==> src/design/pid_settings.svh <==
////////////////////////////////////////////////////////////
// Build-time constants for the PID controller
// PID_DATA_WIDTH may range up to 24 with the 32-bit bus
// Limits reset to plus and minus PID_LIMIT_MAX
////////////////////////////////////////////////////////////

`ifndef PID_SETTINGS_SVH
`define PID_SETTINGS_SVH

// Sample and gain width
`define PID_DATA_WIDTH 16

// Bus address of register offset zero
`define PID_BASE_ADDRESS 32'h43c00000

`define PID_LIMIT_MAX 32767

`endif
==> src/design/pid_pkg.sv <==
////////////////////////////////////////////////////////////
// Types shared by the PID register block and core
// Widths follow PID_DATA_WIDTH from the settings header
////////////////////////////////////////////////////////////

`include "pid_settings.svh"

package pid_pkg;

    // Setpoint, measurement, result and limits
    typedef logic signed [`PID_DATA_WIDTH-1:0] sample_t;

    // Unsigned gains kP, kI and kD
    typedef logic [`PID_DATA_WIDTH-1:0] gain_t;

    // Right-shift count for the gain denominators
    typedef logic [7:0] shift_t;

    // Internal term width with headroom for every product and sum
    typedef logic signed [2*`PID_DATA_WIDTH+3:0] acc_t;

    typedef enum logic [31:0] {
        REG_FLAG           = 32'h00,
        REG_KP             = 32'h04,
        REG_KI             = 32'h08,
        REG_KD             = 32'h0C,
        REG_LIMIT_OUT_UP   = 32'h10,
        REG_LIMIT_OUT_DOWN = 32'h14,
        REG_LIMIT_INT_UP   = 32'h18,
        REG_LIMIT_INT_DOWN = 32'h1C,
        REG_DEN            = 32'h20
    } reg_offset_e;

endpackage

==> src/design/pid_subsystem.sv <==
////////////////////////////////////////////////////////////
// PID controller top with register bus and sample ports
// Latencies are those of the control unit and the core
////////////////////////////////////////////////////////////

`timescale 1ns/100ps

module pid_subsystem (
    input  logic              clock,
    input  logic              reset,
    input  logic [31:0]       sb_address,
    input  logic [31:0]       sb_write_data,
    input  logic              sb_write_strobe,
    input  logic              sb_read_strobe,
    output logic [31:0]       sb_read_data,
    output logic              sb_read_valid,
    output logic              sb_ready,
    input  pid_pkg::sample_t  setpoint,
    input  pid_pkg::sample_t  measurement,
    input  logic              sample_req,
    output logic              sample_ack,
    output pid_pkg::sample_t  result,
    output logic              result_req,
    input  logic              result_ack
);

    logic              nonblocking_output;
    pid_pkg::gain_t    kp;
    pid_pkg::gain_t    ki;
    pid_pkg::gain_t    kd;
    pid_pkg::shift_t   kp_den;
    pid_pkg::shift_t   ki_den;
    pid_pkg::shift_t   kd_den;
    pid_pkg::sample_t  limit_out_up;
    pid_pkg::sample_t  limit_out_down;
    pid_pkg::sample_t  limit_int_up;
    pid_pkg::sample_t  limit_int_down;

    pid_control_unit u_control_unit (
        .clock              (clock),
        .reset              (reset),
        .sb_address         (sb_address),
        .sb_write_data      (sb_write_data),
        .sb_write_strobe    (sb_write_strobe),
        .sb_read_strobe     (sb_read_strobe),
        .sb_read_data       (sb_read_data),
        .sb_read_valid      (sb_read_valid),
        .sb_ready           (sb_ready),
        .nonblocking_output (nonblocking_output),
        .kp                 (kp),
        .kp_den             (kp_den),
        .ki                 (ki),
        .ki_den             (ki_den),
        .kd                 (kd),
        .kd_den             (kd_den),
        .limit_out_up       (limit_out_up),
        .limit_out_down     (limit_out_down),
        .limit_int_up       (limit_int_up),
        .limit_int_down     (limit_int_down)
    );

    pid_core u_core (
        .clock              (clock),
        .reset              (reset),
        .nonblocking_output (nonblocking_output),
        .kp                 (kp),
        .kp_den             (kp_den),
        .ki                 (ki),
        .ki_den             (ki_den),
        .kd                 (kd),
        .kd_den             (kd_den),
        .limit_out_up       (limit_out_up),
        .limit_out_down     (limit_out_down),
        .limit_int_up       (limit_int_up),
        .limit_int_down     (limit_int_down),
        .setpoint           (setpoint),
        .measurement        (measurement),
        .sample_req         (sample_req),
        .sample_ack         (sample_ack),
        .result             (result),
        .result_req         (result_req),
        .result_ack         (result_ack)
    );

endmodule

==> src/design/pid_core.sv <==
////////////////////////////////////////////////////////////
// PID arithmetic for one sample at a time
// result_req rises three cycles after sample_ack
// Parameters are read live and must not change mid-sample
////////////////////////////////////////////////////////////

`timescale 1ns/100ps

module pid_core (
    input  logic              clock,
    input  logic              reset,
    input  logic              nonblocking_output,
    input  pid_pkg::gain_t    kp,
    input  pid_pkg::shift_t   kp_den,
    input  pid_pkg::gain_t    ki,
    input  pid_pkg::shift_t   ki_den,
    input  pid_pkg::gain_t    kd,
    input  pid_pkg::shift_t   kd_den,
    input  pid_pkg::sample_t  limit_out_up,
    input  pid_pkg::sample_t  limit_out_down,
    input  pid_pkg::sample_t  limit_int_up,
    input  pid_pkg::sample_t  limit_int_down,
    input  pid_pkg::sample_t  setpoint,
    input  pid_pkg::sample_t  measurement,
    input  logic              sample_req,
    output logic              sample_ack,
    output pid_pkg::sample_t  result,
    output logic              result_req,
    input  logic              result_ack
);

    typedef enum logic [2:0] {
        IDLE,
        STAGE_ERROR,
        STAGE_TERMS,
        STAGE_SUM,
        RESULT_HANDSHAKE,
        WAIT_DROP
    } state_e;

    state_e            state;
    pid_pkg::sample_t  setpoint_q;
    pid_pkg::sample_t  measurement_q;
    pid_pkg::acc_t     error;
    pid_pkg::acc_t     prev_error;
    pid_pkg::acc_t     integrator;
    pid_pkg::acc_t     p_term;
    pid_pkg::acc_t     d_term;
    pid_pkg::acc_t     int_next;
    pid_pkg::acc_t     p_calc;
    pid_pkg::acc_t     d_calc;
    pid_pkg::acc_t     ki_term;
    pid_pkg::acc_t     int_sum;
    pid_pkg::acc_t     int_clamped;
    pid_pkg::acc_t     out_sum;
    pid_pkg::acc_t     out_clamped;

    // Term products
    always_comb begin
        p_calc  = (pid_pkg::acc_t'(kp) * error) >>> kp_den;
        ki_term = (pid_pkg::acc_t'(ki) * error) >>> ki_den;
        d_calc  = (pid_pkg::acc_t'(kd) * (error - prev_error)) >>> kd_den;
    end

    // Integrator update with saturation
    always_comb begin
        int_sum = integrator + ki_term;
        if (int_sum > pid_pkg::acc_t'(limit_int_up)) begin
            int_clamped = pid_pkg::acc_t'(limit_int_up);
        end else if (int_sum < pid_pkg::acc_t'(limit_int_down)) begin
            int_clamped = pid_pkg::acc_t'(limit_int_down);
        end else begin
            int_clamped = int_sum;
        end
    end

    // Output sum with saturation
    always_comb begin
        out_sum = p_term + int_next + d_term;
        if (out_sum > pid_pkg::acc_t'(limit_out_up)) begin
            out_clamped = pid_pkg::acc_t'(limit_out_up);
        end else if (out_sum < pid_pkg::acc_t'(limit_out_down)) begin
            out_clamped = pid_pkg::acc_t'(limit_out_down);
        end else begin
            out_clamped = out_sum;
        end
    end

    // Pipeline payload
    always_ff @(posedge clock) begin
        if (state == IDLE && sample_req && !sample_ack) begin
            setpoint_q    <= setpoint;
            measurement_q <= measurement;
        end
        if (state == STAGE_ERROR) begin
            error <= pid_pkg::acc_t'(setpoint_q) - pid_pkg::acc_t'(measurement_q);
        end
        if (state == STAGE_TERMS) begin
            p_term   <= p_calc;
            d_term   <= d_calc;
            int_next <= int_clamped;
        end
    end

    always_ff @(posedge clock) begin
        if (!reset) begin
            state      <= IDLE;
            sample_ack <= 1'b0;
            result_req <= 1'b0;
            result     <= '0;
            integrator <= '0;
            prev_error <= '0;
        end else begin
            // Input handshake completes independently of the compute
            if (sample_ack && !sample_req) begin
                sample_ack <= 1'b0;
            end
            case (state)
                IDLE: begin
                    if (sample_req && !sample_ack) begin
                        sample_ack <= 1'b1;
                        state      <= STAGE_ERROR;
                    end
                end
                STAGE_ERROR: state <= STAGE_TERMS;
                STAGE_TERMS: state <= STAGE_SUM;
                STAGE_SUM: begin
                    result     <= pid_pkg::sample_t'(out_clamped);
                    result_req <= 1'b1;
                    integrator <= int_next;
                    prev_error <= error;
                    state      <= nonblocking_output ? WAIT_DROP : RESULT_HANDSHAKE;
                end
                RESULT_HANDSHAKE: begin
                    if (result_ack) begin
                        result_req <= 1'b0;
                        state      <= WAIT_DROP;
                    end
                end
                WAIT_DROP: begin
                    // Ends the one-cycle pulse in non-blocking mode
                    result_req <= 1'b0;
                    if (nonblocking_output || !result_ack) begin
                        state <= IDLE;
                    end
                end
                default: state <= IDLE;
            endcase
        end
    end

endmodule

==> src/design/pid_control_unit.sv <==
////////////////////////////////////////////////////////////
// Parameter registers behind the strobe/ready bus
// A write keeps sb_ready low for two cycles
// Reads answer one cycle after the strobe and win over writes
////////////////////////////////////////////////////////////

`timescale 1ns/100ps
`include "pid_settings.svh"

module pid_control_unit (
    input  logic              clock,
    input  logic              reset,
    input  logic [31:0]       sb_address,
    input  logic [31:0]       sb_write_data,
    input  logic              sb_write_strobe,
    input  logic              sb_read_strobe,
    output logic [31:0]       sb_read_data,
    output logic              sb_read_valid,
    output logic              sb_ready,
    output logic              nonblocking_output,
    output pid_pkg::gain_t    kp,
    output pid_pkg::shift_t   kp_den,
    output pid_pkg::gain_t    ki,
    output pid_pkg::shift_t   ki_den,
    output pid_pkg::gain_t    kd,
    output pid_pkg::shift_t   kd_den,
    output pid_pkg::sample_t  limit_out_up,
    output pid_pkg::sample_t  limit_out_down,
    output pid_pkg::sample_t  limit_int_up,
    output pid_pkg::sample_t  limit_int_down
);

    localparam int DW = `PID_DATA_WIDTH;

    typedef enum logic {
        IDLE,
        ACT
    } state_e;

    state_e      state;
    logic        write_done;
    logic [31:0] latched_offset;
    logic [31:0] latched_data;
    logic [31:0] read_offset;
    logic [31:0] read_mux;

    assign read_offset = sb_address - `PID_BASE_ADDRESS;

    // Readback with gains zero-extended and limits sign-extended
    always_comb begin
        case (read_offset)
            pid_pkg::REG_FLAG:           read_mux = 32'(nonblocking_output);
            pid_pkg::REG_KP:             read_mux = 32'(kp);
            pid_pkg::REG_KI:             read_mux = 32'(ki);
            pid_pkg::REG_KD:             read_mux = 32'(kd);
            pid_pkg::REG_LIMIT_OUT_UP:   read_mux = 32'(limit_out_up);
            pid_pkg::REG_LIMIT_OUT_DOWN: read_mux = 32'(limit_out_down);
            pid_pkg::REG_LIMIT_INT_UP:   read_mux = 32'(limit_int_up);
            pid_pkg::REG_LIMIT_INT_DOWN: read_mux = 32'(limit_int_down);
            pid_pkg::REG_DEN:            read_mux = {8'd0, kd_den, ki_den, kp_den};
            default:                     read_mux = 32'd0;
        endcase
    end

    // Capture the write for the act state
    always_ff @(posedge clock) begin
        if (state == IDLE && sb_write_strobe && !sb_read_strobe) begin
            latched_offset <= sb_address - `PID_BASE_ADDRESS;
            latched_data   <= sb_write_data;
        end
    end

    always_ff @(posedge clock) begin
        if (!reset) begin
            state              <= IDLE;
            write_done         <= 1'b0;
            sb_ready           <= 1'b1;
            sb_read_valid      <= 1'b0;
            sb_read_data       <= 32'd0;
            nonblocking_output <= 1'b0;
            kp                 <= '0;
            ki                 <= '0;
            kd                 <= '0;
            kp_den             <= '0;
            ki_den             <= '0;
            kd_den             <= '0;
            limit_out_up       <= pid_pkg::sample_t'(`PID_LIMIT_MAX);
            limit_out_down     <= pid_pkg::sample_t'(-`PID_LIMIT_MAX);
            limit_int_up       <= pid_pkg::sample_t'(`PID_LIMIT_MAX);
            limit_int_down     <= pid_pkg::sample_t'(-`PID_LIMIT_MAX);
        end else begin
            sb_read_valid <= 1'b0;
            sb_read_data  <= 32'd0;
            case (state)
                IDLE: begin
                    if (sb_read_strobe) begin
                        sb_read_valid <= 1'b1;
                        sb_read_data  <= read_mux;
                    end else if (sb_write_strobe) begin
                        sb_ready <= 1'b0;
                        state    <= ACT;
                    end
                end
                ACT: begin
                    if (write_done) begin
                        // Second act cycle releases the bus
                        write_done <= 1'b0;
                        sb_ready   <= 1'b1;
                        state      <= IDLE;
                    end else begin
                        write_done <= 1'b1;
                        case (latched_offset)
                            pid_pkg::REG_FLAG:   nonblocking_output <= latched_data[0];
                            pid_pkg::REG_KP:     kp <= pid_pkg::gain_t'(latched_data[DW-1:0]);
                            pid_pkg::REG_KI:     ki <= pid_pkg::gain_t'(latched_data[DW-1:0]);
                            pid_pkg::REG_KD:     kd <= pid_pkg::gain_t'(latched_data[DW-1:0]);
                            pid_pkg::REG_LIMIT_OUT_UP:
                                limit_out_up <= pid_pkg::sample_t'(latched_data[DW-1:0]);
                            pid_pkg::REG_LIMIT_OUT_DOWN:
                                limit_out_down <= pid_pkg::sample_t'(latched_data[DW-1:0]);
                            pid_pkg::REG_LIMIT_INT_UP:
                                limit_int_up <= pid_pkg::sample_t'(latched_data[DW-1:0]);
                            pid_pkg::REG_LIMIT_INT_DOWN:
                                limit_int_down <= pid_pkg::sample_t'(latched_data[DW-1:0]);
                            pid_pkg::REG_DEN: begin
                                kp_den <= latched_data[7:0];
                                ki_den <= latched_data[15:8];
                                kd_den <= latched_data[23:16];
                            end
                            default: ;
                        endcase
                    end
                end
                default: state <= IDLE;
            endcase
        end
    end

endmodule

==> config.mk <==
export PLATFORM = sky130hd
export DESIGN_NAME = pid_subsystem
export DESIGN_NICKNAME = d
export VERILOG_FILES = /design/src/design/pid_pkg.sv /design/src/design/pid_subsystem.sv /design/src/design/pid_core.sv /design/src/design/pid_control_unit.sv
export VERILOG_INCLUDE_DIRS = /design/src /design/src/design
export SDC_FILE = /design/constraint.sdc
export NUM_CORES = 2
export LEC_CHECK = 0
export BUFFER_PORTS_ARGS = -buffer_cell sky130_fd_sc_hd__buf_2
export CAP_MARGIN = 20
export CORE_ASPECT_RATIO = 1.25
export CORE_MARGIN = 10
export CORE_UTILIZATION = 40
export DETAILED_ROUTE_END_ITERATION = 8
export GPL_ROUTABILITY_DRIVEN = 0
export GPL_TIMING_DRIVEN = 0
export SLEW_MARGIN = 10
export SYNTH_ARGS = -nofsm -noshare
export SYNTH_HDL_FRONTEND = slang
export SYNTH_SLANG_ARGS = --single-unit
==> constraint.sdc <==
create_clock -name clock -period 12.8 [get_ports clock]
set_clock_uncertainty 0.05 [all_clocks]
set_input_delay 0.64 -clock clock [delete_from_list [all_inputs] [get_ports clock]]
set_output_delay 0.64 -clock clock [all_outputs]
set_load 0.05 [all_outputs]
After elaboration in Yosys (flattened, before gate mapping)
Cells that the tools add are included.
W data, S select, Z words.
- shifts and indexed selects: 3
- $lt $le $gt $ge: 4
- bitwise logic cells: 4
- reductions and logical operators: 29
- eq/ne operators: 27
- add/sub/neg operators: 6
- $mul: 3
- muxes and demuxes: 24
- operator list (kind ; number):
    $pmux W32 S9 ; 1
    $eq A32 B5 Y1 const B ; 8
    $eq A32 B4 Y1 const B ; 4
    $add A36 B36 Y36 ; 3
    $mul A17 B36 Y36 ; 3
    $sshr A36 B8 Y36 ; 3
    $gt A36 B16 Y1 ; 2
    $lt A36 B16 Y1 ; 2
    $mux W36 ; 2
    $eq A32 B3 Y1 const B ; 2
    $eq A32 B6 Y1 const B ; 2
    $logic_not A32 Y1 ; 2
    $sub A36 B36 Y36 ; 1
    $reduce_and A3 Y1 ; 11
    $mux W16 ; 2
    $sub A32 B31 Y32 const B ; 1
    $pmux W3 S6 ; 1
    $sub A16 B16 Y17 ; 1
    $mux W1 ; 12
    $ne A2 B2 Y1 const B ; 5
    $mux W3 ; 3
    $eq A3 B2 Y1 const B ; 2
    $eq A3 B3 Y1 const B ; 2
    $logic_and A1 B1 Y1 ; 6
    other kinds (12) ; 19
- output and inout bits: 52
- flip-flop bits (word level): 498

Longest topological paths before layout
- depth in word-level cells: 6
- mapped depth: 58
- gate-level depth less buffers: 55

By module
A second synthesis with hierarchy kept.
- cell total of the unflattened synthesis: 8128
- area, all modules: 70221.1 um2
- modules (own cells, without submodules) (module ; area an instance (um2) ; sequential area each (um2) ; cells an instance ; times used):
    pid_core ; 60709.5 ; 6195.9 ; 7250 ; 1
    pid_control_unit ; 9511.6 ; 5004.8 ; 878 ; 1

Worst setup path before layout
No wires, ideal clock.
- path kind: register to register
- from: reg u_core.error[34]
- to: reg u_core.int_next[20] (data pin)
- period minus slack after synthesis: 11.735 ns
- library setup time: 0.267 ns
- stages on the path, launching flop included: 54
- path buffers: 3
- setup slack: 1.065 ns
- arrival time: 11.418 ns
- required time: 12.483 ns
- cells stage by stage: edfxtp_1 > clkbuf_1 > nand2_1 > fa_1 > fa_1 > inv_1 > fa_1 > fa_1 > fa_1 > inv_1 > fa_1 > inv_1 > ha_1 > a21o_1 > a21o_1 > a2111oi_0 > o31a_1 > o21a_1 > [... 18 more ...] > a21o_1 > a21o_1 > xnor2_1 > inv_1 > ha_1 > a21o_1 > a21o_1 > a21o_1 > a21o_1 > a21o_1 > a21o_1 > a221o_1 > nand2_1 > a21oi_1 > a41oi_1 > or2_2 > clkbuf_1 > o21ai_0
- longest elaborated chain between the ends: 6
- elaborated cells on any way between the ends: 7
- those cells by class: 1 x add/sub; 1 x mul; 2 x order compare; 1 x shift; 2 x mux
- RTL lines (element ; RTL line ; source):
    start, declared ; pid_core.sv:44 ; pid_pkg::acc_t error;
    start signal, assigned ; pid_core.sv:96 ; error <= pid_pkg::acc_t'(setpoint_q) - pid_pkg::acc_t'(measurement_q);
    $mul A17 B36 Y36 * ; pid_core.sv:61 ; ki_term = (pid_pkg::acc_t'(ki) * error) >>> ki_den;
    $sshr A36 B8 Y36 * ; pid_core.sv:61 ;
    $add A36 B36 Y36 * ; pid_core.sv:67 ; int_sum = integrator + ki_term;
    $lt A36 B16 Y1 ; pid_core.sv:70 ; end else if (int_sum < pid_pkg::acc_t'(limit_int_down)) begin
    $mux W36 ; pid_core.sv:70 ;
    $mux W36 * ; pid_core.sv:68 ; if (int_sum > pid_pkg::acc_t'(limit_int_up)) begin
    via u_core.int_clamped[20] ; pid_core.sv:54 ; pid_pkg::acc_t int_clamped;
    end signal, assigned ; pid_core.sv:101 ; int_next <= int_clamped;
    end, declared ; pid_core.sv:49 ; pid_pkg::acc_t int_next;
Mark *: on every way through the listed nets, which the timed path passes. The rest lies on a longest branch.
A chain may end at the register's enable or synchronous reset.

Worst setup path after layout
- from: reg u_control_unit.ki[7]
- to: reg u_core.int_next[34] (data pin)
- longest elaborated chain between the ends: 6
- elaborated cells on any way between the ends: 7
- those cells by class: 1 x add/sub; 1 x mul; 2 x order compare; 1 x shift; 2 x mux
- RTL lines (element ; RTL line ; source):
    start, declared ; pid_control_unit.sv:23 ; output pid_pkg::gain_t ki,
    start signal, assigned ; pid_control_unit.sv:115 ; pid_pkg::REG_KI: ki <= pid_pkg::gain_t'(latched_data[DW-1:0]);
    $mul A17 B36 Y36 * ; pid_core.sv:61 ;
    $sshr A36 B8 Y36 * ; pid_core.sv:61 ;
    $add A36 B36 Y36 * ; pid_core.sv:67 ;
    $lt A36 B16 Y1 ; pid_core.sv:70 ;
    $mux W36 ; pid_core.sv:70 ;
    $mux W36 * ; pid_core.sv:68 ;
    via u_core.int_clamped[34] ; pid_core.sv:54 ;
Marks and branches as above.

==> out/metrics.csv <==
metric,value,unit
status,finished with violations,
violations,design-rule violations,
grt_first_pass_wirelength,366.1,mm
clockBufferDepth,3,
crit_arrival,12950,ps
holdCritStartpoint,sb_write_data[4],
rr_endpoint,u_core.int_next[34],
endpoint_kind,flip-flop,
clkPwrFrac,22.1,%
switching_share,45.13,%
worstSetupPathType,reg2reg,
switchingPower,3.254,mW
area.growth.synth_to_final,10.38,%
drc,2,
drt_iter0_drc,5952,
h-tree-depth,2,
num_vias,60083,
clk_latency,700,ps
drt_pass1_iterations,9,
r2r_cells,53,
clkTransAtPathRegs,60,ps
die_y,485.4,µm
pre_cts_slack,-2596,ps
clock-sinks,453,
syn-cell-area,0.06930,mm²
comb_power_share,50.8,%
ys_ff_latch,453,
final_layout_size_suffix_gt1_share,7.923,%
crit_top_cell,a21o_1,
finalSetupViolations,0,
hp-class,in2reg,
syn-mean-instance-area,8.737,µm²
fmax,80.17,MHz
synth_nets,9520,
rows,170,
hold_end,u_control_unit.latched_data[4],
slew_viol_final,0,
fin_crit,12470,ps
yosys.cell_types.count,114,
ys.flop_type,dfxtp_1,
power_frac_seq,27.1,%
cts_made_buffers,51,
ys_seq_area_share,16.16,%
cap_violations,0,
fin_area,0.07649,mm²
worst_pin_slew,1200,ps
p_per_area,94.27,mW/mm²
ir_worst_vdd,116.0,µV
maxSlewHeadroom,19.43,%
grt_max_degree,33,
worstPathRequired,13280,ps
slowest_stage,dfxtp_2,
netlist_instances,7932,
synth_warnings,0,
post-route-util,44.45,%
internal_power,3.957,mW
nets,9803,
dp_hpwl,197.2,mm
grtUsageTotal,24.84,%
postSynth.asyncResetShare,0,%
fin_crit_sh,97.45,%
core-area,0.1721,mm²
crit_path_max_fanout,10,
die_w,392.3,µm
synth_edf_count,213,
initial_core_util,40.27,%
max_stage_delay,540,ps
hold_depth,1,
placed_area,0.07306,mm²
pin_count,154,
vias_per_cell,5.726,
r2r-start,u_control_unit.ki[7],
p_leak,34.75,nW
cts_tree,yes,
grt_pass1_vias,60780,
wl_per_cell,23.01,µm
antenna_found_initial,9,
fp.dieArea,0.1904,mm²
whs,63.38,ps
ant_nets,0,
grt_overflow_total,0,
cts-hold-fix-buffers,0,
power.total,7.211,mW
r2r_slack,330,ps
hold_viol,0,
setup_tns,0,ps
worst_slack,326.7,ps
layout.cells.non_filler,10493,
crit_path_start_kind,flip-flop,
port_buffers,145,
dp_cells,10332,
wirelength,241.4,mm
cts_root_buffer,clkbuf_16,
-- critical path, delay by kind of cell (launching register included) --
kind                     cells  cell delay (ps)
buffers and inverters        8              940
flip-flops                   1              540
AND/OR/NAND/NOR              9             1780
XOR/XNOR                     2              330
adder cells (fa/ha/maj)      9             3560
AO/OA/AOI/OAI               25             5090
-- cell families (layout without fill, tap and decap cells) --
kind of cell / Yosys count / after routing / share of synthesized area (%)
other cells: 0 / 3 / 0
fa+ha+maj: 1486 / 1486 / 37.36
xor+xnor: 201 / 201 / 2.600
flops: 453 / 453 / 16.16
mux: 222 / 222 / 3.394
buf+inv: 1734 / 2056 / 9.491
compound gates: 1507 / 1507 / 15.02
simple gates: 2329 / 2329 / 15.97
-- routing by layer --
metal,track usage [%],up-vias,part of all wire (%)
li1,-,26654,-
met5,0,-,0
met1,30.70,29735,38
met4,16.06,0,7.9
met2,40.53,3007,46
met3,3.395,687,7.7
-- what timing repair did --
action | 4_1_cts | 5_1_grt
buffers inserted | 57 | 19
pin swaps | 15 | 31
gates resized for setup | 160 | 136
setup endpoints to repair | 36 | 37
-- sequential cells by signal (all words and copies together) (netlist names), 16 cells and up --
register / cells
u_control_unit.kd: 16
u_control_unit.ki: 16
u_control_unit.kp: 16
u_control_unit.latched_data: 24
u_control_unit.latched_offset: 32
u_control_unit.limit_int_down: 16
u_control_unit.limit_int_up: 16
u_control_unit.limit_out_down: 16
u_control_unit.limit_out_up: 16
u_control_unit.sb_read_data: 25
u_core.d_term: 36
u_core.error: 17
u_core.int_next: 36
u_core.integrator: 36
u_core.measurement_q: 16
u_core.p_term: 36
u_core.prev_error: 17
u_core.result: 16
u_core.setpoint_q: 16
-- synthesized netlist by cell type (all sizes together), types with 59 or more instances --
master,count,area share [%]
xnor2,142,1.8
a21boi,71,0.77
dfxtp,240,6.9
nand2,1042,5.6
nor2,307,1.7
mux2i,181,2.6
nor3,87,0.64
inv,1281,6.9
clkbuf,393,2.1
o211ai,63,0.69
nand2b,67,0.60
ha,514,9.3
nor2b,161,1.5
edfxtp,213,9.2
a211oi,74,0.83
o21ai,282,2.0
a21o,142,1.5
nand3,87,0.63
xor2,59,0.77
and2,374,3.4
a31oi,64,0.60
o21a,60,0.65
fa,972,28
a21oi,314,2.3
-- worst max-delay path by stage --
stage                          from  slack, ps             endpoint
2_1_floorplan      u_core.error[34]       1060  u_core.int_next[20]
5_1_grt            u_core.error[13]        -80  u_core.int_next[33]
6_report       u_control_unit.ki[7]        330  u_core.int_next[34]
3_5_place_dp       u_core.error[34]      -2600  u_core.int_next[33]
4_1_cts             u_core.error[5]          2  u_core.int_next[33]
3_3_place_gp       u_core.error[34]      -2540  u_core.int_next[33]
-- final cells by class --
class / count / area [µm²]
Buffer: 437 / 1889
Inverter: 1284 / 4823
Tap cell: 2236 / 2798
Antenna cell: 3 / 7.507
Clock buffer: 62 / 1400
Multi-Input combinational cell: 5745 / 52310
Sequential cell: 453 / 11230
Clock inverter: 30 / 424.2
Timing Repair Buffer: 243 / 1605
Fill cell: 16737 / 95590
-- placed cells by master (no fill, tap or decap), types with 95 or more instances in the layout --
cell,Yosys,final
inv_1,1279,1277
nand2_1,1041,1038
fa_1,972,970
ha_1,514,504
and2_1,370,370
clkbuf_1,393,327
nor2_1,306,301
a21oi_1,311,300
o21ai_0,260,251
dfxtp_1,240,228
edfxtp_1,213,213
mux2i_1,181,176
buf_2,13,166
nor2b_1,161,159
a21o_1,142,142
xnor2_1,139,135
buf_4,8,95
-- power groups by stage --
| stage | Clock (mW) | Combinational (mW) | Sequential, mW |
|---|---|---|---|
| floorplan | 0 | 2.25 | 1.94 |
| global placement | 0 | 3.28 | 2.08 |
| detailed placement | 0 | 3.39 | 2.05 |
| CTS | 1.61 | 3.59 | 1.95 |
| global route | 1.66 | 4.01 | 1.96 |
| finish | 1.59 | 3.66 | 1.96 |
Note: power is estimated with default switching activity, not from simulation.
